File: src/hdl/meco_pkg.sv
// meco_pkg: shared sizes, address map, waveform encoding and bus structs for the pin controller
package meco_pkg;

  // bus and ram geometry
  localparam int DATA_W = 16;
  localparam int ADDR_W = 8;

  // pin generator count and index width
  localparam int NUM_PINS = 8;
  localparam int PIN_W = $clog2(NUM_PINS);

  typedef logic [DATA_W-1:0] data_t;
  typedef logic [ADDR_W-1:0] addr_t;
  typedef logic [PIN_W-1:0] pin_idx_t;

  // configuration blocks start here, everything below is host scratch
  localparam addr_t PIN_BASE = 8'h20;
  // words reserved per pin block
  localparam addr_t PIN_STRIDE = 8'd4;

  // word offsets inside one pin block, word 3 is reserved
  localparam addr_t WORD_MODE = 8'd0;
  localparam addr_t WORD_PERIOD = 8'd1;
  localparam addr_t WORD_DUTY = 8'd2;

  // pin waveform shapes
  typedef enum logic [1:0] {
    WAVE_OFF    = 2'd0,
    WAVE_SQUARE = 2'd1,
    WAVE_PWM    = 2'd2,
    WAVE_HIGH   = 2'd3
  } wave_mode_e;

  // one access request toward the shared ram port
  typedef struct packed {
    logic  req;
    logic  wr;
    addr_t addr;
    data_t wdata;
  } ram_req_t;

  // settings of one pin generator
  typedef struct packed {
    wave_mode_e mode;
    data_t      period;
    data_t      duty;
  } pin_cfg_t;

  // broadcast from the command engine to all pin generators
  typedef struct packed {
    logic     load;
    pin_idx_t pin;
    pin_cfg_t cfg;
  } pin_load_t;

endpackage

File: src/hdl/ram_arbiter.sv
// ram_arbiter: fixed-priority sharing of the single RAM port, host first, command engine second
`timescale 1ns/1ns
module ram_arbiter (
  input  logic               clk,
  input  logic               rst_n,
  input  meco_pkg::ram_req_t host_req,
  input  meco_pkg::ram_req_t eng_req,
  output logic               host_gnt,
  output logic               eng_gnt,
  output meco_pkg::ram_req_t ram_req
);

  logic host_win;
  logic eng_win;

  // host always wins, the engine only gets idle cycles
  assign host_win = host_req.req;
  assign eng_win  = eng_req.req & ~host_req.req;

  // the winner reaches the ram in the same cycle
  // with no host request the engine request passes, req may be low
  always_comb begin
    if (host_win) begin
      ram_req = host_req;
    end else begin
      ram_req = eng_req;
    end
  end

  // grants are delayed one cycle
  // a high grant tells the requester its read data is on rdata now
  always_ff @(posedge clk or negedge rst_n) begin
    if (!rst_n) begin
      host_gnt <= 1'b0;
      eng_gnt  <= 1'b0;
    end else begin
      host_gnt <= host_win;
      eng_gnt  <= eng_win;
    end
  end

endmodule

File: config.mk
export PLATFORM = sky130hd
export DESIGN_NAME = ram_arbiter
export DESIGN_NICKNAME = d
export VERILOG_FILES = /design/src/hdl/meco_pkg.sv /design/src/hdl/ram_arbiter.sv
export SDC_FILE = /design/constraint.sdc
export NUM_CORES = 1
export LEC_CHECK = 0
export BUFFER_PORTS_ARGS = -buffer_cell sky130_fd_sc_hd__buf_2
export CAP_MARGIN = 20
export CORE_MARGIN = 2
export CORE_UTILIZATION = 26
export DETAILED_ROUTE_END_ITERATION = 6
export PLACE_DENSITY = 0.9
export SYNTH_ARGS = -nofsm -noshare
export SYNTH_HDL_FRONTEND = slang
export SYNTH_SLANG_ARGS = --single-unit
export TNS_END_PERCENT = 20
File: constraint.sdc
create_clock -name clk -period 1.73 [get_ports clk]
set_clock_uncertainty 0.2 [all_clocks]
set_input_delay 0.519 -clock clk [delete_from_list [all_inputs] [get_ports clk]]
set_output_delay 0.519 -clock clk [all_outputs]
set_load 0.1 [all_outputs]
* Yosys cells after proc, flatten, opt, wreduce, memory -nomap -nowiden
Index checks and enable logic that the tools add are counted.
** Storage, ports and cells
- Flip-flop bits (word level) :: 2
- Bits in latches :: 0
- Memory bits (writable) :: 0
- Bits in read-only memories :: 0
- Output and inout port bits :: 28
- Logic and storage cells :: 5
- Memories :: 0
** Operators by class
- Add/sub/neg operators :: 0
- $mul :: 0
- Div/mod/pow operators :: 0
- $lt $le $gt $ge :: 0
- Equality and inequality tests :: 0
- Shift operators :: 0
- Muxes and demuxes :: 1
- Bitwise gates (word level) :: 2
- Reductions and logical operators :: 0
** Operator list (number)
- two-way mux 26 bit :: 1
- AND 1 bit :: 1
- inverter 1 bit :: 1

* Longest topological paths before layout
Gate-level depths: netlist (run 1).
- Word-level depth :: 2
- Mapped depth :: 3
- Mapped depth without buffers :: 1

* Worst setup path after synthesis (run 1)
No wires, ideal clock.
- Path kind :: input-to-output
- Start point :: input host_req[25] (netlist name)
- End point :: output ram_req[25] (netlist name)
- Data arrival time :: 1302 ps
- Data required time :: 1011 ps
- Slack :: -291 ps
- Stages :: 3
- Path buffers :: 2
- Cells stage by stage :: buf_6 buf_12 or2_2
** RTL lines
- from (decl) :: line ram_arbiter.sv:6 : input meco_pkg::ram_req_t host_req,
- to (decl) :: line ram_arbiter.sv:10 : output meco_pkg::ram_req_t ram_req

==> results of run 1 <==
[routing by layer]
| metal | global-route usage, % | part of all wire, % | vias to the layer above |
|---|---|---|---|
| met5 | 0 | 0 | - |
| met1 | 20.4 | 32 | 282 |
| met2 | 41.7 | 62 | 28 |
| li1 | - | - | 296 |
| met3 | 5.88 | 3.9 | 6 |
| met4 | 5.71 | 1.9 | 0 |
[cell type report]
cell class	instances	area (um2)
Clock buffer	3	22.5
Multi-Input combinational cell	27	379
Tap cell	25	31.3
Timing Repair Buffer	88	930
Sequential cell	2	50.0
Fill cell	105	295
[cells by family after synthesis]
group         share of synthesized area (%)
buf+inv                                11.1
flops                                  10.8
simple gates                           2.70
mux                                    75.4
[power by group through the flow]
stage	Combinational (W)	Clock, W	Sequential [W]
2_1_floorplan	0.000459	0	0.0000684
3_3_place_gp	0.000734	0	0.0000519
3_5_place_dp	0.000744	0	0.0000523
4_1_cts	0.000784	0.000102	0.0000518
5_1_grt	0.000800	0.000112	0.0000521
6_report	0.000781	0.0000981	0.0000518
[per-stage QoR]
step	utilization, %	area [um2]	setup WS, ns
floorplan	-	474	-0.201
global placement	74.3	1270	-0.388
detailed placement	74.3	1270	-0.409
finish	82.7	1410	-0.269
CTS	82.7	1410	-0.270
global route	82.7	1410	-0.278
[flip-flops by register name, indices dropped and copies added (netlist names)]
| name | flops |
|---|---|
| host_gnt | 1 |
| eng_gnt | 1 |
[timing repair]
action                     4_1_cts  5_1_grt
cloned                           2        0
hold endpoints to repair         2        0
setup endpoints to repair       26       26
resized for setup               18        0
pin swaps                        1        0
hold buffers                     1        0
[Yosys cell counts]
| cell | count | area, um2 |
|---|---|---|
| or2_2 | 1 | 6.26 |
| dfrtp_1 | 2 | 50.1 |
| buf_12 | 2 | 40.0 |
| mux2_4 | 18 | 270 |
| mux2_2 | 7 | 78.8 |
| nor2b_1 | 1 | 6.26 |
| buf_6 | 1 | 11.3 |
[cell usage in the layout, fill, tap and decap left out]
master         count
buf_12            27
mux2_4            22
buf_8              1
dlygate4sd3_1      1
nor2b_1            1
buf_4              2
mux2_2             3
buf_2             52
dfrtp_1            2
buf_16             2
buf_6              3
or2_4              1
clkbuf_4           3
[path summary, 6_finish.rpt]
| path | from | end | cells after the start |
|---|---|---|---|
| min | eng_req[25] | eng_gnt$_DFF_PN0_ | 2 |
| max | host_req[25] | ram_req[1] | 4 |
| max in group asynchronous | rst_n | host_gnt$_DFF_PN0_ | 2 |
| min in group asynchronous | rst_n | eng_gnt$_DFF_PN0_ | 2 |
==> metrics.md, run 1 <==
| Metric | Value |
|---|---|
| Die ar. | `roughly 2100 um2` |
| TritonCTS clock tree | `yes` |
| Endpoint type of the worst setup path | `primary output` |
| Yosys Warn Count | `0` |
| Nets | `176` |
| Root Driver | `clkbuf_4` |
| Cell family with most CP delay | `buffers and inverters` |
| CTS Buffer Depth | `2` |
| Worst hold slack | `around 0.37 ns` |
| Outcome | `finished with violations` |
| Crit-path max cell delay | `0.32 ns` |
| Initial antenna violation count | `0` |
| Hold Path Class | `in -> reg` |
| H-tree Lvls | `1` |
| Post-layout min period | `2.00 ns` |
| Switching power | `0.000490 W` |
| Clock share of power | `between 10% and 20%` |
| Cell Area, Synth | `~460 um2` |
| Startpoint Class | `primary input` |
| Post-CTS setup buffer count | `0` |
| Fin crit share | `116%` |
| Vias in the first global route | `695` |
| Max VDD drop | `0.495 mV` |
| Post-DRT Antenna Nets | `0` |
| Initial Util | `27.1%` |
| Grt ovf | `0` |
| Via/cell ratio | `between 4 and 5` |
| Synth Instances | `32` |
| PortBufs | `81` |
| CTS Sinks | `2` |
| Vias | `612` |
| Switching power share of the total | `52.6%` |
| Crit-path cells | `buf_12 > buf_12 > mux2_4 > buf_12` |
| Int Power | `0.000441 W` |
| Lkg Pwr | `0.759 nW` |
| Final setup viols | `26` |
| Most numerous cell on the critical path | `buf_12` |
| Diodes inserted | `0` |
| Tot GR Track Use | `between 20% and 30%` |
| Endpoints failing hold | `0` |
| Relative slew slack | `86.6%` |
| Synth cell types | `7` |
| Pins Over Slew Limit | `0` |
| Die Width | `46.2 um` |
| Combinational power share | `83.9%` |
| Routed wire per std cell | `roughly 15 um` |
| Fmax | `0.500 GHz` |
| Die H | `46.2 um` |
| # IOs | `82` |
| Placed Cells | `139` |
| Sequential Power Share | `5.6%` |
| Register bit total from synthesis | `2` |
| Mapped Avg Cell Area | `14.5 um2` |
| Buf/Inv on CP | `3` |
| DP HPWL | `1800 um` |
| Failing checks | `setup timing` |
| Final std cells w/o fill | `approximately 150` |
| Unrepaired setup endpoints after global routing | `yes` |
| Worst path slowest cell | `mux2_4` |
| Worst-path fanout max | `8` |
| Setup TNS | `-6.24 ns` |
| Number of max-cap violations | `0` |
| Worst-path clk slew | `0.03 ns` |
| Worst setup path class | `in -> out` |
| TritonCTS Buffers | `3` |
| Core ar. | `1710 um2` |
| Final wirelength | `around 2100 um` |
| Largest net degree at the start of global routing | `9` |
| CP Data Required Time | `1.01 ns` |
| Worst-margin pin slew | `0.201 ns` |
| DR pass1 iterations | `2` |
| Post-Syn Nets | `86` |
| Ratio of cells with drive above 1 in the final layout | `96.7%` |
| Residual DRC | `0` |
| Final WS setup | `-0.269 ns` |
| Area growth from synthesis to layout | `205%` |
| Drt first-iter violations | `3` |
| First-pass GRT wire length | `3070 um` |
| FP Rows | `15` |
| Critical Path AT | `1.28 ns` |
| Pwr/cell area | `659 nW/um2` |
| Post-synthesis sequential area ratio | `a little over a tenth` |
| Routability-driven placement congestion ratio | `0.665` |
| Power consumption | `0.000930 W` |
(Power assumes the default switching activity.)
==> inputs of run 2 (changes only) <==
==> constraint.sdc (replaced) <==
create_clock -name clk -period 1.73 [get_ports clk]
set_clock_uncertainty 0.2 [all_clocks]
set_input_delay 0.346 -clock clk [delete_from_list [all_inputs] [get_ports clk]]
set_output_delay 0.346 -clock clk [all_outputs]
set_load 0.1 [all_outputs]
==> run 2 against run 1 <==
Effect of this change:
- the run now ends clean
- clock power rose by 7%
- cell count fell by 2.8%
- maximum frequency rose by 18%
- wire length fell by 8.5%
- global-route usage fell by 3.3 points
- largest cell class unchanged
- highest routed layer unchanged
==> metrics.md, run 2 (synthesis gave the netlist of run 1 again) <==
| Metric | Value |
|---|---|
| Root Driver | `clkbuf_4` |
| Routed wire per std cell | `between 10 and 15 um` |
| Diodes inserted | `0` |
| Placed Cells | `136` |
| Endpoint type of the worst setup path | `primary output` |
| Core ar. | `1710 um2` |
| CP Data Required Time | `about 1.2 ns` |
| Drt first-iter violations | `3` |
| Top Registers | `eng_gnt x1, host_gnt x1` |
| CTS Buffer Depth | `2` |
| Relative slew slack | `67.8%` |
| Power consumption | `~0.00087 W` |
| Area growth from synthesis to layout | `167%` |
| Worst path slowest cell | `mux2_4` |
| Nets | `172` |
| Unrepaired setup endpoints after global routing | `no` |
| Vias in the first global route | `~600` |
| Die ar. | `2130 um2` |
| Worst-path fanout max | `10` |
| Ratio of cells with drive above 1 in the final layout | `96.6%` |
| PortBufs | `81` |
| Crit-path cells | `buf_6 > buf_12 > mux2_4 > buf_12` |
| Fmax | `between 0.5 and 0.6 GHz` |
| Number of max-cap violations | `0` |
| Initial antenna violation count | `0` |
| Critical Path AT | `1.15 ns` |
| Crit-path max cell delay | `around 0.32 ns` |
| TritonCTS Buffers | `3` |
| Max VDD drop | `between 0.5 and 0.6 mV` |
| Post-layout min period | `between 1.5 and 2 ns` |
| Vias | `590` |
| Hold Path Class | `in -> reg` |
| Post-CTS setup buffer count | `0` |
| Startpoint Class | `primary input` |
| Hold path depth | `2` |
| Commonest non-fill, non-tap cell in the layout | `buf_2` |
| Final setup viols | `0` |
| Fin crit share | `98.0%` |
| CTS Sinks | `2` |
| Largest net degree at the start of global routing | `11` |
| TritonCTS clock tree | `yes` |
| WHS Endpoint | `eng_gnt$_DFF_PN0_` |
| Endpoints failing hold | `0` |
| Worst setup path class | `in -> out` |
| Pins Over Slew Limit | `0` |
| DR pass1 iterations | `4` |
| Post-DRT Antenna Nets | `0` |
| Hold path start | `eng_req[25]` |
| Final wirelength | `1930 um` |
| Routability-driven placement congestion ratio | `roughly 0.65` |
| Die Width | `46.2 um` |
| Worst hold slack | `~0.18 ns` |
| Final std cells w/o fill | `approximately 140` |
| Outcome | `finished clean` |
| Commonest non-fill, non-tap cells in the layout | `buf_2 (60), buf_12 (21), mux2_4 (18), mux2_2 (7), clkbuf_4 (3)` |
| DP HPWL | `1640 um` |
| Grt ovf | `0` |
| Worst-margin pin slew | `0.486 ns` |
| Most numerous cell on the critical path | `buf_12` |
| Tot GR Track Use | `17.6%` |
| Die H | `46.2 um` |
| Util after Layout | `72.3%` |
| Pwr/cell area | `707 nW/um2` |
| Initial Util | `27.1%` |
| Worst-path clk slew | `0.03 ns` |
| Residual DRC | `0` |
| FP Rows | `15` |
| First-pass GRT wire length | `2530 um` |
| # IOs | `82` |
| Fillers | `118` |
| Lkg Pwr | `between 0.6 and 0.7 nW` |
| Via/cell ratio | `4.18` |
| H-tree Lvls | `1` |
run 2: cell count changes in the layout (fill, tap and decap cells not counted), sizes merged:
cell / before / now
buf: 87 / 83
run 2: layout make-up:
| type | count | area [um2] | share of cell area, % |
|---|---|---|---|
| sequential | 2 | 50.0 | 4.05 |
| timing repair buffer | 84 | 769 | 62.3 |
| multi-input combinational | 27 | 362 | 29.3 |
| clock buffer | 3 | 22.5 | 1.82 |
| tap | 25 | 31.3 | 2.53 |
run 2: layer usage:
metal	global-route usage, %	part of all wire, %	vias to the layer above
met5	0	0	-
met1	12.8	29	264
met3	5.49	5.7	6
li1	-	-	288
met4	13.1	2.8	0
met2	35.8	63	32
run 2: timing repair:
| action | 4_1_cts | 5_1_grt |
|---|---|---|
| endpoints found under the hold margin | 2 | 0 |
| resized for setup | 3 | 0 |
| hold buffers | 1 | 0 |
| endpoints found under the setup margin | 24 | 0 |
run 2: worst max path at each step:
stage / startpoint / endpoint / slack (ns) / depth (start not counted)
finish: host_req[25] / ram_req[10] / 0.04 / 4
global route: host_req[25] / ram_req[18] / 0.002 / 4
CTS: host_req[25] / ram_req[21] / 0.03 / 4
detailed placement: host_req[25] / ram_req[17] / -0.11 / 4
global placement: host_req[25] / ram_req[12] / -0.09 / 4
floorplan: host_req[25] / ram_req[25] / 0.05 / 3
run 2: per-stage QoR:
stage / cell area [um2] / setup TNS (ns) / setup slack [ns]
3_3_place_gp: 1170 / -1.74 / -0.0940
3_5_place_dp: 1170 / -2.12 / -0.114
4_1_cts: 1230 / 0 / 0.0259
5_1_grt: 1230 / 0 / 0.00226
2_1_floorplan: 463 / 0 / 0.0549
6_report: 1230 / 0 / 0.0353
run 2: critical path, delay by kind of cell:
kind                   cells  cell delay (ns)
buffers and inverters      3             0.48
multiplexers               1             0.32
run 2: power breakdown:
part | switching, W | leakage, nW | internal, W | total (W)
Sequential | 0.000000519 | 0.0245 | 0.0000495 | 0.0000500
Combinational | 0.000455 | 0.638 | 0.000264 | 0.000718
Clock | 0.0000282 | 0.0138 | 0.0000767 | 0.000105
Total | 0.000483 | 0.676 | 0.000390 | 0.000873
==> inputs of run 3 (changes only) <==
Settings changed: SETUP_SLACK_MARGIN from default to 0.3.
==> run 3 against run 2 <==
Effect of this change:
- maximum frequency grew 3.1%
- first-iteration DRC count is 33% higher
- cell area grew 9.8%
- worst hold slack worse by 0.022 ns
- critical path depth unchanged
- global-route usage increased by 2.1 points
- sequential share of layout area is 0.36 points lower
- combinational power grew 6.3%
- wire length is 3.7% higher
==> metrics.md, run 3 (synthesis gave the netlist of run 1 again) <==
| Metric | Value |
|---|---|
| Die H | `46.2 um` |
| Ratio of cells with drive above 1 in the final layout | `96.7%` |
| Hold path depth | `2` |
| Hold path start | `eng_req[25]` |
| Relative slew slack | `67.8%` |
| Pwr/cell area | `679 nW/um2` |
| Most numerous cell on the critical path | `buf_12` |
| Die Width | `46.2 um` |
| Drt first-iter violations | `4` |
| Fmax | `0.609 GHz` |
| Diodes inserted | `0` |
| Fin crit share | `a little over nine tenths` |
| First-pass GRT wire length | `about 2900 um` |
| Residual DRC | `0` |
| H-tree Lvls | `1` |
| Tot GR Track Use | `around a fifth` |
| Commonest non-fill, non-tap cells in the layout | `buf_2 (54), buf_12 (26), mux2_4 (22), buf_4 (5), clkbuf_4 (4)` |
| CTS Sinks | `2` |
| Lkg Pwr | `around 0.74 nW` |
| Pins Over Slew Limit | `0` |
| Max VDD drop | `0.419 mV` |
| Commonest non-fill, non-tap cell in the layout | `buf_2` |
| Routability-driven placement congestion ratio | `0.679` |
| Initial Util | `27.1%` |
| Routed wire per std cell | `13.8 um` |
| # IOs | `just over 80` |
| Hold Path Class | `in -> reg` |
| Unrepaired setup endpoints after global routing | `yes` |
| Area growth from synthesis to layout | `193%` |
| Vias in the first global route | `about 650` |
| FP Rows | `15` |
| Post-DRT Antenna Nets | `0` |
| Largest net degree at the start of global routing | `9` |
| Startpoint Class | `primary input` |
| Die ar. | `about 2100 um2` |
| Worst setup path class | `in -> out` |
| Buf/Inv on CP | `3` |
| Cell family with most CP delay | `buffers and inverters` |
| Grt ovf | `0` |
| Core ar. | `1710 um2` |
| Power consumption | `0.000921 W` |
| Fillers | `106` |
| Crit-path cells | `buf_12 > buf_12 > mux2_4 > buf_12` |
| Endpoints failing hold | `0` |
| Crit-path max cell delay | `about 0.32 ns` |
| Number of max-cap violations | `0` |
| Worst-path clk slew | `around 0.030 ns` |
| Vias | `605` |
| TritonCTS clock tree | `yes` |
| TritonCTS Buffers | `3` |
| Final setup viols | `0` |
| Post-layout min period | `1.64 ns` |
| Final wirelength | `approximately 2000 um` |
| Root Driver | `clkbuf_4` |
| WHS Endpoint | `eng_gnt$_DFF_PN0_` |
| Outcome | `finished clean` |
| PortBufs | `81` |
| Worst path slowest cell | `mux2_4` |
| Top Registers | `eng_gnt x1, host_gnt x1` |
| Endpoint type of the worst setup path | `primary output` |
| Worst hold slack | `0.156 ns` |
| Initial antenna violation count | `0` |
| Nets | `176` |
| Via/cell ratio | `4.17` |
| DP HPWL | `1650 um` |
| Register area | `50.0 um2` |
| Worst-path fanout max | `8` |
| DR pass1 iterations | `3` |
| Worst-margin pin slew | `0.486 ns` |
| Critical Path AT | `1.10 ns` |
| CTS Buffer Depth | `2` |
| Multi-input logic area | `379 um2` |
| CP Data Required Time | `1.18 ns` |
==> run 3: cell types whose count changed in the layout (fill, tap and decap cells not counted), moves of 4 or more <==
cell / previous run / this run
buf_2: 60 / 54
buf_12: 21 / 26
buf_4: 0 / 5
mux2_2: 7 / 3
mux2_4: 18 / 22
==> run 3: where the power goes <==
part	leakage (nW)	total [W]	switching, W	internal (W)
combinational	0.702	0.000763	0.000462	0.000300
sequential	0.0245	0.0000500	0.000000557	0.0000495
clock	0.0138	0.000108	0.0000314	0.0000770
==> run 3: how the worst max path moves through the flow <==
stage	slack (ns)	to	cells after the start	startpoint
2_1_floorplan	0.15	ram_req[10]	3	host_req[25]
3_3_place_gp	-0.05	ram_req[23]	4	host_req[25]
4_1_cts	0.09	ram_req[2]	4	host_req[25]
3_5_place_dp	-0.07	ram_req[2]	4	host_req[25]
6_report	0.09	ram_req[20]	4	host_req[25]
5_1_grt	0.07	ram_req[20]	4	host_req[25]
==> run 3: per-stage QoR <==
step | TNS (ns) | cell area, um2 | std cells | util [%] | setup slack, ns
6_report | 0 | 1360 | 145 | 79.4 | 0.0868
3_5_place_dp | -0.843 | 1250 | 140 | 73.0 | -0.0738
4_1_cts | 0 | 1350 | 145 | 79.0 | 0.0860
2_1_floorplan | 0 | 474 | 32 | - | 0.145
3_3_place_gp | -0.472 | 1250 | 140 | 73.0 | -0.0498
5_1_grt | 0 | 1360 | 145 | 79.4 | 0.0708
==> run 3: final cells by class <==
class / count / area share [%]
Clock buffer: 3 / 1.66
Multi-Input combinational cell: 27 / 28.0
Sequential cell: 2 / 3.69
Timing Repair Buffer: 88 / 64.4
Tap cell: 25 / 2.31
==> run 3: repair_timing <==
action / in CTS / in global routing
hold endpoints to repair: 2 / 0
gates resized for setup: 13 / 2
buffers inserted: 0 / 0
endpoints found under the setup margin: 28 / 28
cloned: 1 / 0
hold buffers: 1 / 0
==> run 3: layer usage <==
metal / GRT usage, % / part of all wire [%] / vias to the layer above
met3: 6.67 / 3.9 / 2
met4: 8.57 / 1.2 / 0
met5: 0 / 0 / -
met2: 37.8 / 62 / 26
li1: - / - / 295
met1: 18.4 / 32 / 282
