<file path="src/hdl/meco_pkg.sv">
// meco_pkg: shared sizes, address map, waveform encoding and bus structs for the pin controller
package meco_pkg;

  // bus and ram geometry
  localparam int DATA_W = 16;
  localparam int ADDR_W = 8;

  // pin generator count and index width
  localparam int NUM_PINS = 8;
  localparam int PIN_W = $clog2(NUM_PINS);

  typedef logic [DATA_W-1:0] data_t;
  typedef logic [ADDR_W-1:0] addr_t;
  typedef logic [PIN_W-1:0] pin_idx_t;

  // configuration blocks start here, everything below is host scratch
  localparam addr_t PIN_BASE = 8'h20;
  // words reserved per pin block
  localparam addr_t PIN_STRIDE = 8'd4;

  // word offsets inside one pin block, word 3 is reserved
  localparam addr_t WORD_MODE = 8'd0;
  localparam addr_t WORD_PERIOD = 8'd1;
  localparam addr_t WORD_DUTY = 8'd2;

  // pin waveform shapes
  typedef enum logic [1:0] {
    WAVE_OFF    = 2'd0,
    WAVE_SQUARE = 2'd1,
    WAVE_PWM    = 2'd2,
    WAVE_HIGH   = 2'd3
  } wave_mode_e;

  // one access request toward the shared ram port
  typedef struct packed {
    logic  req;
    logic  wr;
    addr_t addr;
    data_t wdata;
  } ram_req_t;

  // settings of one pin generator
  typedef struct packed {
    wave_mode_e mode;
    data_t      period;
    data_t      duty;
  } pin_cfg_t;

  // broadcast from the command engine to all pin generators
  typedef struct packed {
    logic     load;
    pin_idx_t pin;
    pin_cfg_t cfg;
  } pin_load_t;

endpackage

</file>
<file path="src/hdl/ebi_slave.sv">
// ebi_slave: turns asynchronous EBI strobes into single RAM requests and returns read data
`timescale 1ns/1ns
module ebi_slave (
  input  logic              clk,
  input  logic              rst_n,
  input  meco_pkg::addr_t   ebi_addr,
  input  meco_pkg::data_t   ebi_wdata,
  input  logic              ebi_cs,
  input  logic              ebi_wr,
  input  logic              ebi_rd,
  output meco_pkg::ram_req_t host_req,
  input  logic              host_gnt,
  input  meco_pkg::data_t   rdata,
  output meco_pkg::data_t   ebi_rdata,
  output logic              fpga_ready
);

  // bits 0 and 1 synchronize, bit 2 is the history for edge detection
  logic [2:0] wr_sync;
  logic [2:0] rd_sync;
  logic       wr_rise;
  logic       rd_rise;

  logic            req_q;
  logic            wr_q;
  meco_pkg::addr_t addr_q;
  meco_pkg::data_t wdata_q;

  logic ready_q;
  logic capture;

  always_ff @(posedge clk or negedge rst_n) begin
    if (!rst_n) begin
      wr_sync <= '0;
      rd_sync <= '0;
    end else begin
      wr_sync <= {wr_sync[1:0], ebi_cs & ebi_wr};
      rd_sync <= {rd_sync[1:0], ebi_cs & ebi_rd};
    end
  end

  // one pulse per host access
  assign wr_rise = wr_sync[1] & ~wr_sync[2];
  assign rd_rise = rd_sync[1] & ~rd_sync[2];

  always_ff @(posedge clk or negedge rst_n) begin
    if (!rst_n) begin
      req_q <= 1'b0;
    end else begin
      req_q <= wr_rise | rd_rise;
    end
  end

  // address and data are stable by now, the host holds them through the access
  always_ff @(posedge clk) begin
    if (wr_rise | rd_rise) begin
      wr_q    <= wr_rise;
      addr_q  <= ebi_addr;
      wdata_q <= ebi_wdata;
    end
  end

  assign host_req = '{req: req_q, wr: wr_q, addr: addr_q, wdata: wdata_q};

  // the registered grant lines up with valid ram data
  assign capture = host_gnt & ~wr_q;

  always_ff @(posedge clk) begin
    if (capture) begin
      ebi_rdata <= rdata;
    end
  end

  // ready stays up until the synchronized read strobe drops
  always_ff @(posedge clk or negedge rst_n) begin
    if (!rst_n) begin
      ready_q <= 1'b0;
    end else if (!rd_sync[1]) begin
      ready_q <= 1'b0;
    end else if (capture) begin
      ready_q <= 1'b1;
    end
  end

  // gated by the raw strobes so ready never outlives the read
  assign fpga_ready = ready_q & ebi_cs & ebi_rd;

endmodule

</file>
<file path="config.mk">
export PLATFORM = sky130hd
export DESIGN_NAME = ebi_slave
export DESIGN_NICKNAME = d
export VERILOG_FILES = /design/src/hdl/meco_pkg.sv /design/src/hdl/ebi_slave.sv
export SDC_FILE = /design/constraint.sdc
export NUM_CORES = 1
export LEC_CHECK = 0
export ABC_AREA = 1
export BUFFER_PORTS_ARGS = -buffer_cell sky130_fd_sc_hd__buf_2
export CORE_MARGIN = 8
export CORE_UTILIZATION = 35
export CTS_CLUSTER_DIAMETER = 80
export DETAILED_ROUTE_END_ITERATION = 8
export HOLD_SLACK_MARGIN = 0.02
export PLACE_DENSITY = 0.67
export REMOVE_ABC_BUFFERS = 1
export SETUP_SLACK_MARGIN = 0.5
export SYNTH_ARGS = -nofsm -noshare
export SYNTH_HDL_FRONTEND = slang
export SYNTH_SLANG_ARGS = --single-unit
</file>
<file path="constraint.sdc">
create_clock -name clk -period 2.3 [get_ports clk]
set_input_delay 0.345 -clock clk [delete_from_list [all_inputs] [get_ports clk]]
set_output_delay 0.345 -clock clk [all_outputs]
set_load 0.005 [all_outputs]
</file>
After elaboration in Yosys (flattened, before gate mapping):

Cells that the tools add are included.

* bits in registers: 49
* input bits: 46
* output and inout port bits: 43
* logic and storage cells: 22

* eq/ne operators: 1
* multiplexer cells: 2
* bitwise gates (word level): 11

Operators by type and width (number)
* 1-bit AND: 7
* 1-bit NOT: 3
* 1-bit 2-to-1 mux: 2
* 2-bit by 1-bit != test with 1-bit output (second input constant): 1
* 1-bit bitwise OR: 1

Logic depth before layout (Yosys ltp):

Gate-level depths: netlist of the first run.

* depth in word-level cells: 4
* mapped depth: 3
* depth with buffers taken out: 3

Worst setup path before layout of the first run:

No wires, ideal clock.

* path type: flip-flop to flip-flop
* from: reg rd_sync[1]
* to: reg addr_q[0], enable pin
* library setup time: 0.411 ns
* data arrival time: 1.555 ns
* required time: 1.889 ns
* setup slack: 0.333 ns
* cell stages (with the launch flop): 3
* buffers on the path: 0
* period minus slack after synthesis: 1.967 ns
* cells stage by stage: dfrtp_1 inv_1 o21ai_1

* longest elaborated chain between the ends: 2

Ends and longest elaborated chain
* from (decl): line ebi_slave.sv:20 `logic [2:0] rd_sync;`
* from (signal assigned): line ebi_slave.sv:38 `rd_sync <= {rd_sync[1:0], ebi_cs & ebi_rd};`
* 1-bit AND: line ebi_slave.sv:44 `assign rd_rise = rd_sync[1] & ~rd_sync[2];`
* 1-bit bitwise OR: line ebi_slave.sv:56 `if (wr_rise | rd_rise) begin`
* to (signal assigned): line ebi_slave.sv:58 `addr_q <= ebi_addr;`
* to (decl): line ebi_slave.sv:26 `meco_pkg::addr_t addr_q;`

Every way passes these cells.
A chain may end at the register's enable or synchronous reset.

Final worst setup path of the first run:

* from: reg wr_q
* to: reg ebi_rdata[10], enable pin

* longest elaborated chain between the ends: 2

Ends and longest elaborated chain
* from (decl): line ebi_slave.sv:25 `logic wr_q;`
* from (signal assigned): line ebi_slave.sv:57 `wr_q <= wr_rise;`
* 1-bit NOT: line ebi_slave.sv:66 `assign capture = host_gnt & ~wr_q;`
* 1-bit AND: line ebi_slave.sv:66
* named net capture: line ebi_slave.sv:30 `logic capture;`
* to (signal assigned): line ebi_slave.sv:70 `ebi_rdata <= rdata;`
* to (decl): line ebi_slave.sv:14 `output meco_pkg::data_t ebi_rdata,`

The timed path passes the listed nets, and every way through them passes these cells.

==> results of run 1 <==
==> worst max path at each step <==
stage / from / to / slack [ns] / cells after the start
3_3_place_gp: host_gnt / ebi_rdata[0]$_DFFE_PP_ / 1.01 / 3
3_5_place_dp: wr_q$_DFFE_PP_ / ebi_rdata[2]$_DFFE_PP_ / 0.98 / 3
6_report: wr_q$_DFFE_PP_ / ebi_rdata[10]$_DFFE_PP_ / 1.0 / 3
2_1_floorplan: rd_sync[1]$_DFF_PN0_ / addr_q[0]$_DFFE_PP_ / 0.33 / 2
5_1_grt: wr_q$_DFFE_PP_ / ebi_rdata[14]$_DFFE_PP_ / 0.88 / 3
4_1_cts: wr_q$_DFFE_PP_ / ebi_rdata[10]$_DFFE_PP_ / 0.97 / 3
==> layer usage <==
metal / part of all wire [%] / global-route usage (%) / wire length, um
met3: 9.9 / 3.94 / 329
met4: 1.5 / 6.14 / 51
met2: 57 / 18.5 / 1880
met1: 32 / 9.55 / 1050
met5: 0 / 0 / 0
==> registers in the layout (all words and copies together), names as in the netlist <==
signal and count:
ebi_rdata 16, wdata_q 16, addr_q 8, rd_sync 3, wr_sync 3, ready_q 1, req_q 1, wr_q 1
==> per-stage QoR <==
stage	cells	util, %	instance area, um2	setup WS, ns	hold slack [ns]
finish	214	49.3	2100	0.999	0.224
CTS	214	49.3	2100	0.967	0.215
global placement	205	47.2	2010	1.01	0.183
global route	214	49.3	2100	0.876	0.211
floorplan	64	-	1500	0.333	0.0494
detailed placement	205	47.2	2010	0.979	0.192
==> area by class of cell <==
| type | count | area share (%) |
|---|---|---|
| clock inverter | 1 | 0.178 |
| inverter | 8 | 1.43 |
| clock buffer | 7 | 3.63 |
| tap | 52 | 3.09 |
| multi-input combinational | 7 | 1.84 |
| timing repair buffer | 90 | 21.8 |
| sequential | 49 | 68.1 |
==> placed cells by master, fill, tap and decap left out <==
cell type,count
o21ai_2,1
edfxtp_1,41
inv_1,8
clkinv_1,1
nor2_1,1
dlygate4sd3_1,1
clkbuf_8,5
nand2_2,1
nand2_1,3
dfrtp_1,8
clkbuf_1,2
buf_2,88
buf_4,1
a21oi_2,1
==> cell families after synthesis <==
kind of cell	after synthesis	synth area share, %
AOI/OAI and AO/OA	2	0.910
and+or+nand+nor	5	1.41
DFF	49	94.7
buffers and inverters	10	2.98
==> power groups by stage <==
stage               registers, uW  clock network [uW]  logic, uW
finish                       1040                 452        120
CTS                          1040                 467        125
global placement             1050                   0        118
global route                 1040                 506        135
floorplan                    1060                   0       21.5
detailed placement           1060                   0        123
==> timing repair <==
action / CTS / global route
resized for setup: 0 / 0
hold buffers: 1 / 0
hold endpoints to repair: 8 / 0
==> results_dict.tcl, run 1 <==
set metrics [dict create \
    syn-mean-instance-area_um2 22.9 \
    crit_arrival_ns 1.22 \
    antennaDiodeCount 0 \
    ant_nets 0 \
    nets 207 \
    synth_area_leaders "edfxtp_1 81%, dfrtp_1 13%, inv_1 2.0%, buf_4 0.99%, nand2_1 0.75%" \
    setup_tns_ns 0 \
    hold_viol 0 \
    root_buffer "clkbuf_8" \
    worstPathRequired_ns 2.22 \
    hold_depth 1 \
    clock_latency_ns 0.29 \
    path_cells "inv_1 > nand2_2 > inv_1" \
    cp_num_buf_inv 2 \
    power.density_nw_per_um2 764 \
    setup_violations 0 \
    cp_max_fo 16 \
    core_area_um2 4260 \
    worstRegToRegCells 3 \
    worstMarginPinSlew_ns 0.565 \
    p_sw_uw 314 \
    wirelength_um 3320 \
    ys_warn_count 0 \
    grt_pass1_vias 981 \
    reg2reg_from "wr_q$_DFFE_PP_" \
    p_leak_uw 0.000947 \
    drv_cap 0 \
    synthDistinctLibCells 9 \
    hold_end "wdata_q[13]$_DFFE_PP_" \
    synth_top_area_share_pct 81.5 \
    grt_setup_unrepaired "false" \
    dieArea_um2 6680 \
    rows 24 \
    htreeDepth 2 \
    p_comb_share_pct 7.5 \
    drtIter0Drc 42 \
    syn_to_final_growth_pct 39.2 \
    hold_class "in2reg" \
    gp_congestion 0.712 \
    clock-sinks 49 \
    end_kind "flop" \
    synth_top_area_cell "edfxtp_1" \
    crit_slowest_cell "inv_1" \
    numCtsBuffers 5 \
    clk_pin_slew_ns 0.08 \
    vias_per_cell 4.19 \
    synthFlopType "edfxtp_1" \
    status "finished, final reports clean" \
    portBuffers 88 \
    min_period_ns 1.30 \
    antenna_found_initial 0 \
    min_from "ebi_wdata[13]" \
    pwr-share-seq_pct 64.4 \
    yosysMostFrequentCell "edfxtp_1" \
    clkPwrFrac_pct 28.1 \
    clock_skew_ns 0.0109 \
    grt_util_all_layers_pct 10.2 \
    pin_count 89 \
    ir_drop_uv 517 \
    reg2reg_to "ebi_rdata[10]$_DFFE_PP_" \
    cpMostUsedCell "inv_1" \
    clockBufferDepth 2 \
    cp_slowest_stage_delay_ns 0.42 \
    drt-pass1-iter-count 2 \
    ys_top_cells_by_count "41 x edfxtp_1, 8 x dfrtp_1, 8 x inv_1" \
    seqCellArea_um2 1430 \
    synth-edff-count 41 \
    die_x_um 81.7 \
    syn_inst 66 \
    netlist_area_um2 1510 \
    total_power_uw 1610 \
    initial_utilization_pct 35.4 \
    grt_max_degree 27 \
    p_sw_share_pct 19.5 \
    layout-drive-gt1-share_pct 59.9 \
    synth-seq-cells 49 \
    ys_seq_area_share_pct 94.7 \
    critPathLaunchType "flop" \
    cts_setup_buffers 0 \
    max_freq_mhz 769 \
    internal_power_uw 1290 \
    slew_headroom_pct 62.3 \
    multi_input_area_um2 38.8 \
    fillCellCount 396 \
    cp_top_family "buffers and inverters" \
    async_flop_share_pct 16.3 \
    vias 896 \
    critical_path_class "reg2reg" \
    die_h_um 81.7 \
    slew_viol_final 0 \
    ff2ff_setup_slack_ns 1.0 \
    grt_pass1_wl_um 5020 \
    drc 0 \
    hpwl_um 2740 \
    grt_overflow 0 \
    wl_per_cell_um 15.5 \
    fin_crit_sh_pct 56.5 \
    cts_tree "done" \
]
No activity file was read; power rests on OpenSTA's default activity.
==> inputs of run 2 (changes only) <==
==> constraint.sdc (replaced) <==
create_clock -name clk -period 1.25 [get_ports clk]
set_input_delay 0.1875 -clock clk [delete_from_list [all_inputs] [get_ports clk]]
set_output_delay 0.1875 -clock clk [all_outputs]
set_load 0.005 [all_outputs]
==> results_dict.tcl, run 2 (synthesized netlist as in run 1, its figures left out) <==
set metrics [dict create \
    wirelength_um 3370 \
    root_buffer "clkbuf_8" \
    multi_input_area_um2 41.3 \
    ff2ff_setup_slack_ns 0.18 \
    hold_end "addr_q[6]$_DFFE_PP_" \
    rows 24 \
    ir_drop_uv 706 \
    layout_commonest_cell "buf_2" \
    grt_pass1_wl_um 4780 \
    antenna_found_initial 0 \
    reg2reg_to "wdata_q[8]$_DFFE_PP_" \
    hold-worst-slack_ns 0.0714 \
    pre_cts_slack_ns 0.174 \
    numCtsBuffers 5 \
    nets 213 \
    hold_viol 0 \
    status "finished, final reports clean" \
    p_leak_uw 0.00101 \
    clock_skew_ns 0.00959 \
    grt_setup_unrepaired "true" \
    final_cell_mix "88 x buf_2, 41 x edfxtp_1, 8 x dfrtp_1" \
    grt_max_degree 27 \
    antennaDiodeCount 0 \
    clockBufferDepth 2 \
    core_area_um2 4260 \
    pin_count 89 \
    slew_headroom_pct 88.3 \
    hold_class "in2reg" \
    min_from "ebi_addr[6]" \
    die_x_um 81.7 \
    top_regs "ebi_rdata (16), wdata_q (16), addr_q (8)" \
    vias 922 \
    cp_max_fo 26 \
    initial_utilization_pct 35.4 \
    hpwl_um 2710 \
    gp_congestion 0.725 \
    grt_overflow 0 \
    power.density_nw_per_um2 1460 \
    die_h_um 81.7 \
    layout-drive-gt1-share_pct 64.3 \
    slew_viol_final 0 \
    clk_pin_slew_ns 0.08 \
    end_kind "flop" \
    setup_violations 0 \
    fillCellCount 374 \
    dieArea_um2 6680 \
    drv_cap 0 \
    final_cell_count_no_fill 220 \
    cts_tree "done" \
    drt-pass1-iter-count 2 \
    vias_per_cell 4.19 \
    min_period_ns 1.07 \
    drc 0 \
    drtIter0Drc 42 \
    clock_latency_ns 0.28 \
    fin_crit_sh_pct 85.7 \
    max_freq_mhz 933 \
    grt_pass1_vias 1023 \
    wl_per_cell_um 15.3 \
    critPathLaunchType "flop" \
    clock-sinks 49 \
    critical_path_class "reg2reg" \
    seqCellArea_um2 1430 \
    reg2reg_from "rd_sync[2]$_DFF_PN0_" \
    finalWorstSetupSlack_ns 0.179 \
    portBuffers 88 \
    htreeDepth 2 \
    worstRegToRegCells 2 \
    worstMarginPinSlew_ns 0.175 \
    total_power_uw 3270 \
    placed_cells 206 \
    grt_util_all_layers_pct 9.71 \
    crit_arrival_ns 1.07 \
    worstPathRequired_ns 1.25 \
    syn_to_final_growth_pct 47.7 \
    ant_nets 0 \
    hold_depth 1 \
]
==> run 2: cell types whose count changed in the layout (fill, tap and decap cells not counted), sizes merged <==
cell    change
clkbuf      +1
buf         +5
clkinv      -1
bufinv      +1
==> run 2: layout make-up <==
| class | instances | share of cell area, % |
|---|---|---|
| flip-flops and latches | 49 | 64.1 |
| repair buffers | 96 | 24.4 |
| clock buffers | 7 | 3.87 |
| well taps | 52 | 2.91 |
| multi-input cells | 7 | 1.85 |
| inverters | 8 | 1.46 |
| clock inverters | 1 | 1.35 |
==> run 2: worst max-delay path, stage by stage, from the launching register on <==
cell and delay, ns:
dfrtp_1 0.39, o21ai_2 0.18, buf_12 0.20
==> run 2: worst max path at each step <==
stage	start	to	slack, ns	depth (start not counted)
floorplan	rd_sync[1]$_DFF_PN0_	addr_q[0]$_DFFE_PP_	-0.72	2
global placement	rd_sync[1]$_DFF_PN0_	addr_q[0]$_DFFE_PP_	0.21	3
detailed placement	wr_sync[2]$_DFF_PN0_	addr_q[0]$_DFFE_PP_	0.17	4
CTS	rd_sync[1]$_DFF_PN0_	addr_q[3]$_DFFE_PP_	0.17	3
global route	rd_sync[1]$_DFF_PN0_	wr_q$_DFFE_PP_	0.12	3
finish	rd_sync[2]$_DFF_PN0_	wdata_q[8]$_DFFE_PP_	0.18	2
==> run 2: timing repair <==
| action | CTS | global route |
|---|---|---|
| endpoints found under the hold margin | 8 | 0 |
| pin swaps | 1 | 0 |
| setup buffers | 2 | 2 |
| hold buffers | 1 | 0 |
| endpoints found under the setup margin | 86 | 86 |
| gates resized for setup | 2 | 2 |
| cloned | 0 | 1 |
==> run 2: layer usage <==
layer / GRT usage, % / part of all wire [%]
met5: 0 / 0
met2: 18.7 / 55
met4: 5.96 / 2.6
met1: 7.78 / 32
met3: 4.16 / 10
==> run 2: power by group <==
part	internal (uW)	switching (uW)	total (uW)
sequential	1880	22.6	1900
combinational	140	121	261
clock	652	451	1100
total	2670	595	3270
==> run 2: stage by stage <==
step	TNS, ns	instance area, um2	util [%]
global placement	0	2050	48.0
detailed placement	0	2050	48.0
finish	0	2230	52.3
global route	0	2230	52.3
CTS	0	2190	51.3
floorplan	-18.47	1500	-
==> inputs of run 3 (changes only) <==
--- a/config.mk
+++ b/config.mk
@@ -12,6 +12,7 @@
 export CTS_CLUSTER_DIAMETER = 80
 export DETAILED_ROUTE_END_ITERATION = 8
 export HOLD_SLACK_MARGIN = 0.02
+export MAX_ROUTING_LAYER = met4
 export PLACE_DENSITY = 0.67
 export REMOVE_ABC_BUFFERS = 1
 export SETUP_SLACK_MARGIN = 0.5
==> results_dict.tcl, run 3 (synthesized netlist as in run 1, its figures left out) <==
set metrics [dict create \
    wirelength_um 3350 \
    worstRegToRegCells 2 \
    finish.instance_area_um2 2230 \
    grt_pass1_vias 1020 \
    vias 914 \
    nets 213 \
    grt_util_all_layers_pct 10.1 \
    layout_commonest_cell "buf_2" \
    setup_tns_ns 0 \
    layout-drive-gt1-share_pct 64.3 \
    cp_max_fo 26 \
    gp_congestion 0.734 \
    internal_power_uw 2670 \
    power.density_nw_per_um2 1460 \
    drt-pass1-iter-count 2 \
    cts_tree "done" \
    clk_pin_slew_ns 0.08 \
    reg2reg_from "rd_sync[2]$_DFF_PN0_" \
    p_leak_uw 0.00101 \
    clock-sinks 49 \
    dieArea_um2 6680 \
    portBuffers 88 \
    drv_cap 0 \
    vias_per_cell 4.15 \
    fin_crit_sh_pct 85.7 \
    placed_cells 206 \
    grt_setup_unrepaired "true" \
    setup_violations 0 \
    p_comb_share_pct 8.0 \
    die_h_um 81.7 \
    clkPwrFrac_pct 33.7 \
    p_sw_uw 592 \
    antenna_found_initial 0 \
    grt_max_degree 27 \
    end_kind "flop" \
    hold_depth 1 \
    pwr-share-seq_pct 58.3 \
    min_period_ns 1.07 \
    clock_skew_ns 0.00965 \
    critical_path_class "reg2reg" \
    final_cell_count_no_fill 220 \
    ant_nets 0 \
    drc 0 \
    grt_overflow 0 \
    core_area_um2 4260 \
    crit_arrival_ns 1.07 \
    rows 24 \
    numCtsBuffers 5 \
    worstPathRequired_ns 1.25 \
    pin_count 89 \
    worstMarginPinSlew_ns 0.175 \
    max_freq_mhz 933 \
    critPathLaunchType "flop" \
    wl_per_cell_um 15.2 \
    placed_area_um2 2050 \
    drtIter0Drc 45 \
    p_sw_share_pct 18.1 \
    hold_viol 0 \
    min_from "ebi_addr[6]" \
    hold_class "in2reg" \
    die_x_um 81.7 \
    status "finished, final reports clean" \
    grt_pass1_wl_um 4780 \
    clockBufferDepth 2 \
    hpwl_um 2710 \
    htreeDepth 2 \
    cp-startpoint "rd_sync[2]$_DFF_PN0_" \
    ir_drop_uv 706 \
    antennaDiodeCount 0 \
    slew_viol_final 0 \
    initial_utilization_pct 35.4 \
    final_cell_mix "88 x buf_2, 41 x edfxtp_1, 8 x dfrtp_1" \
    root_buffer "clkbuf_8" \
    clock_latency_ns 0.28 \
    top_regs "ebi_rdata (16), wdata_q (16), addr_q (8)" \
    slew_headroom_pct 88.3 \
    syn_to_final_growth_pct 47.7 \
]
==> run 3: cell counts in the layout (fill, tap and decap cells not counted) <==
No cell type changed its count.
==> run 3: final cells by class <==
class / count / area [um2]
clock buffers: 7 / 86.3
clock inverters: 1 / 30.0
fillers: 374 / 2030
inverters: 8 / 32.5
multi-input cells: 7 / 41.3
flip-flops and latches: 49 / 1430
well taps: 52 / 65.1
repair buffers: 96 / 546
==> run 3: worst max-delay path, stage by stage (launching register included) <==
cell and delay, ns:
dfrtp_1 0.39, o21ai_2 0.18, buf_12 0.20
==> run 3: per-layer routing <==
layer / vias to the layer above / wire length (um) / global-route usage (%) / part of all wire, %
met5: - / 0 / - / 0
met3: 7 / 311 / 3.61 / 9.3
li1: 434 / - / - / -
met4: 0 / 88 / 5.96 / 2.6
met1: 434 / 1110 / 8.46 / 33
met2: 39 / 1830 / 18.5 / 55
==> run 3: through the flow <==
stage               power (uW)  setup slack, ns  util, %  hold WS, ns
finish                    3260            0.179     52.3       0.0714
global route              3390            0.115     52.3       0.0539
CTS                       3300            0.169     51.3       0.0599
detailed placement        2190            0.174     48.0       0.0358
global placement          2170            0.214     48.0       0.0259
floorplan                 2000           -0.717        -       -0.108
==> run 3: path summary, 6_finish.rpt <==
kind	to	slack, ns
setup / recovery	wdata_q[8]$_DFFE_PP_	0.18
hold / removal	addr_q[6]$_DFFE_PP_	0.07
setup reg to reg	wdata_q[8]$_DFFE_PP_	0.18
hold reg to reg	wr_sync[1]$_DFF_PN0_	0.35
max in group asynchronous	wr_sync[2]$_DFF_PN0_	0.83
min in group asynchronous	rd_sync[0]$_DFF_PN0_	0.25
==> run 3: power by group through the flow <==
stage                     logic, uW  clock network, uW  registers [uW]
after floorplan                39.5                  0            1960
after global placement          235                  0            1940
after detailed placement        245                  0            1940
after CTS                       253               1140            1910
after global routing            287               1190            1910
final                           261               1100            1900
==> run 3: timing repair <==
action | CTS | global route
endpoints found under the hold margin | 8 | 0
resized for setup | 2 | 2
hold buffers | 1 | 0
cloned | 0 | 1
setup endpoints to repair | 86 | 86
buffers inserted | 2 | 2
pin swaps | 1 | 0
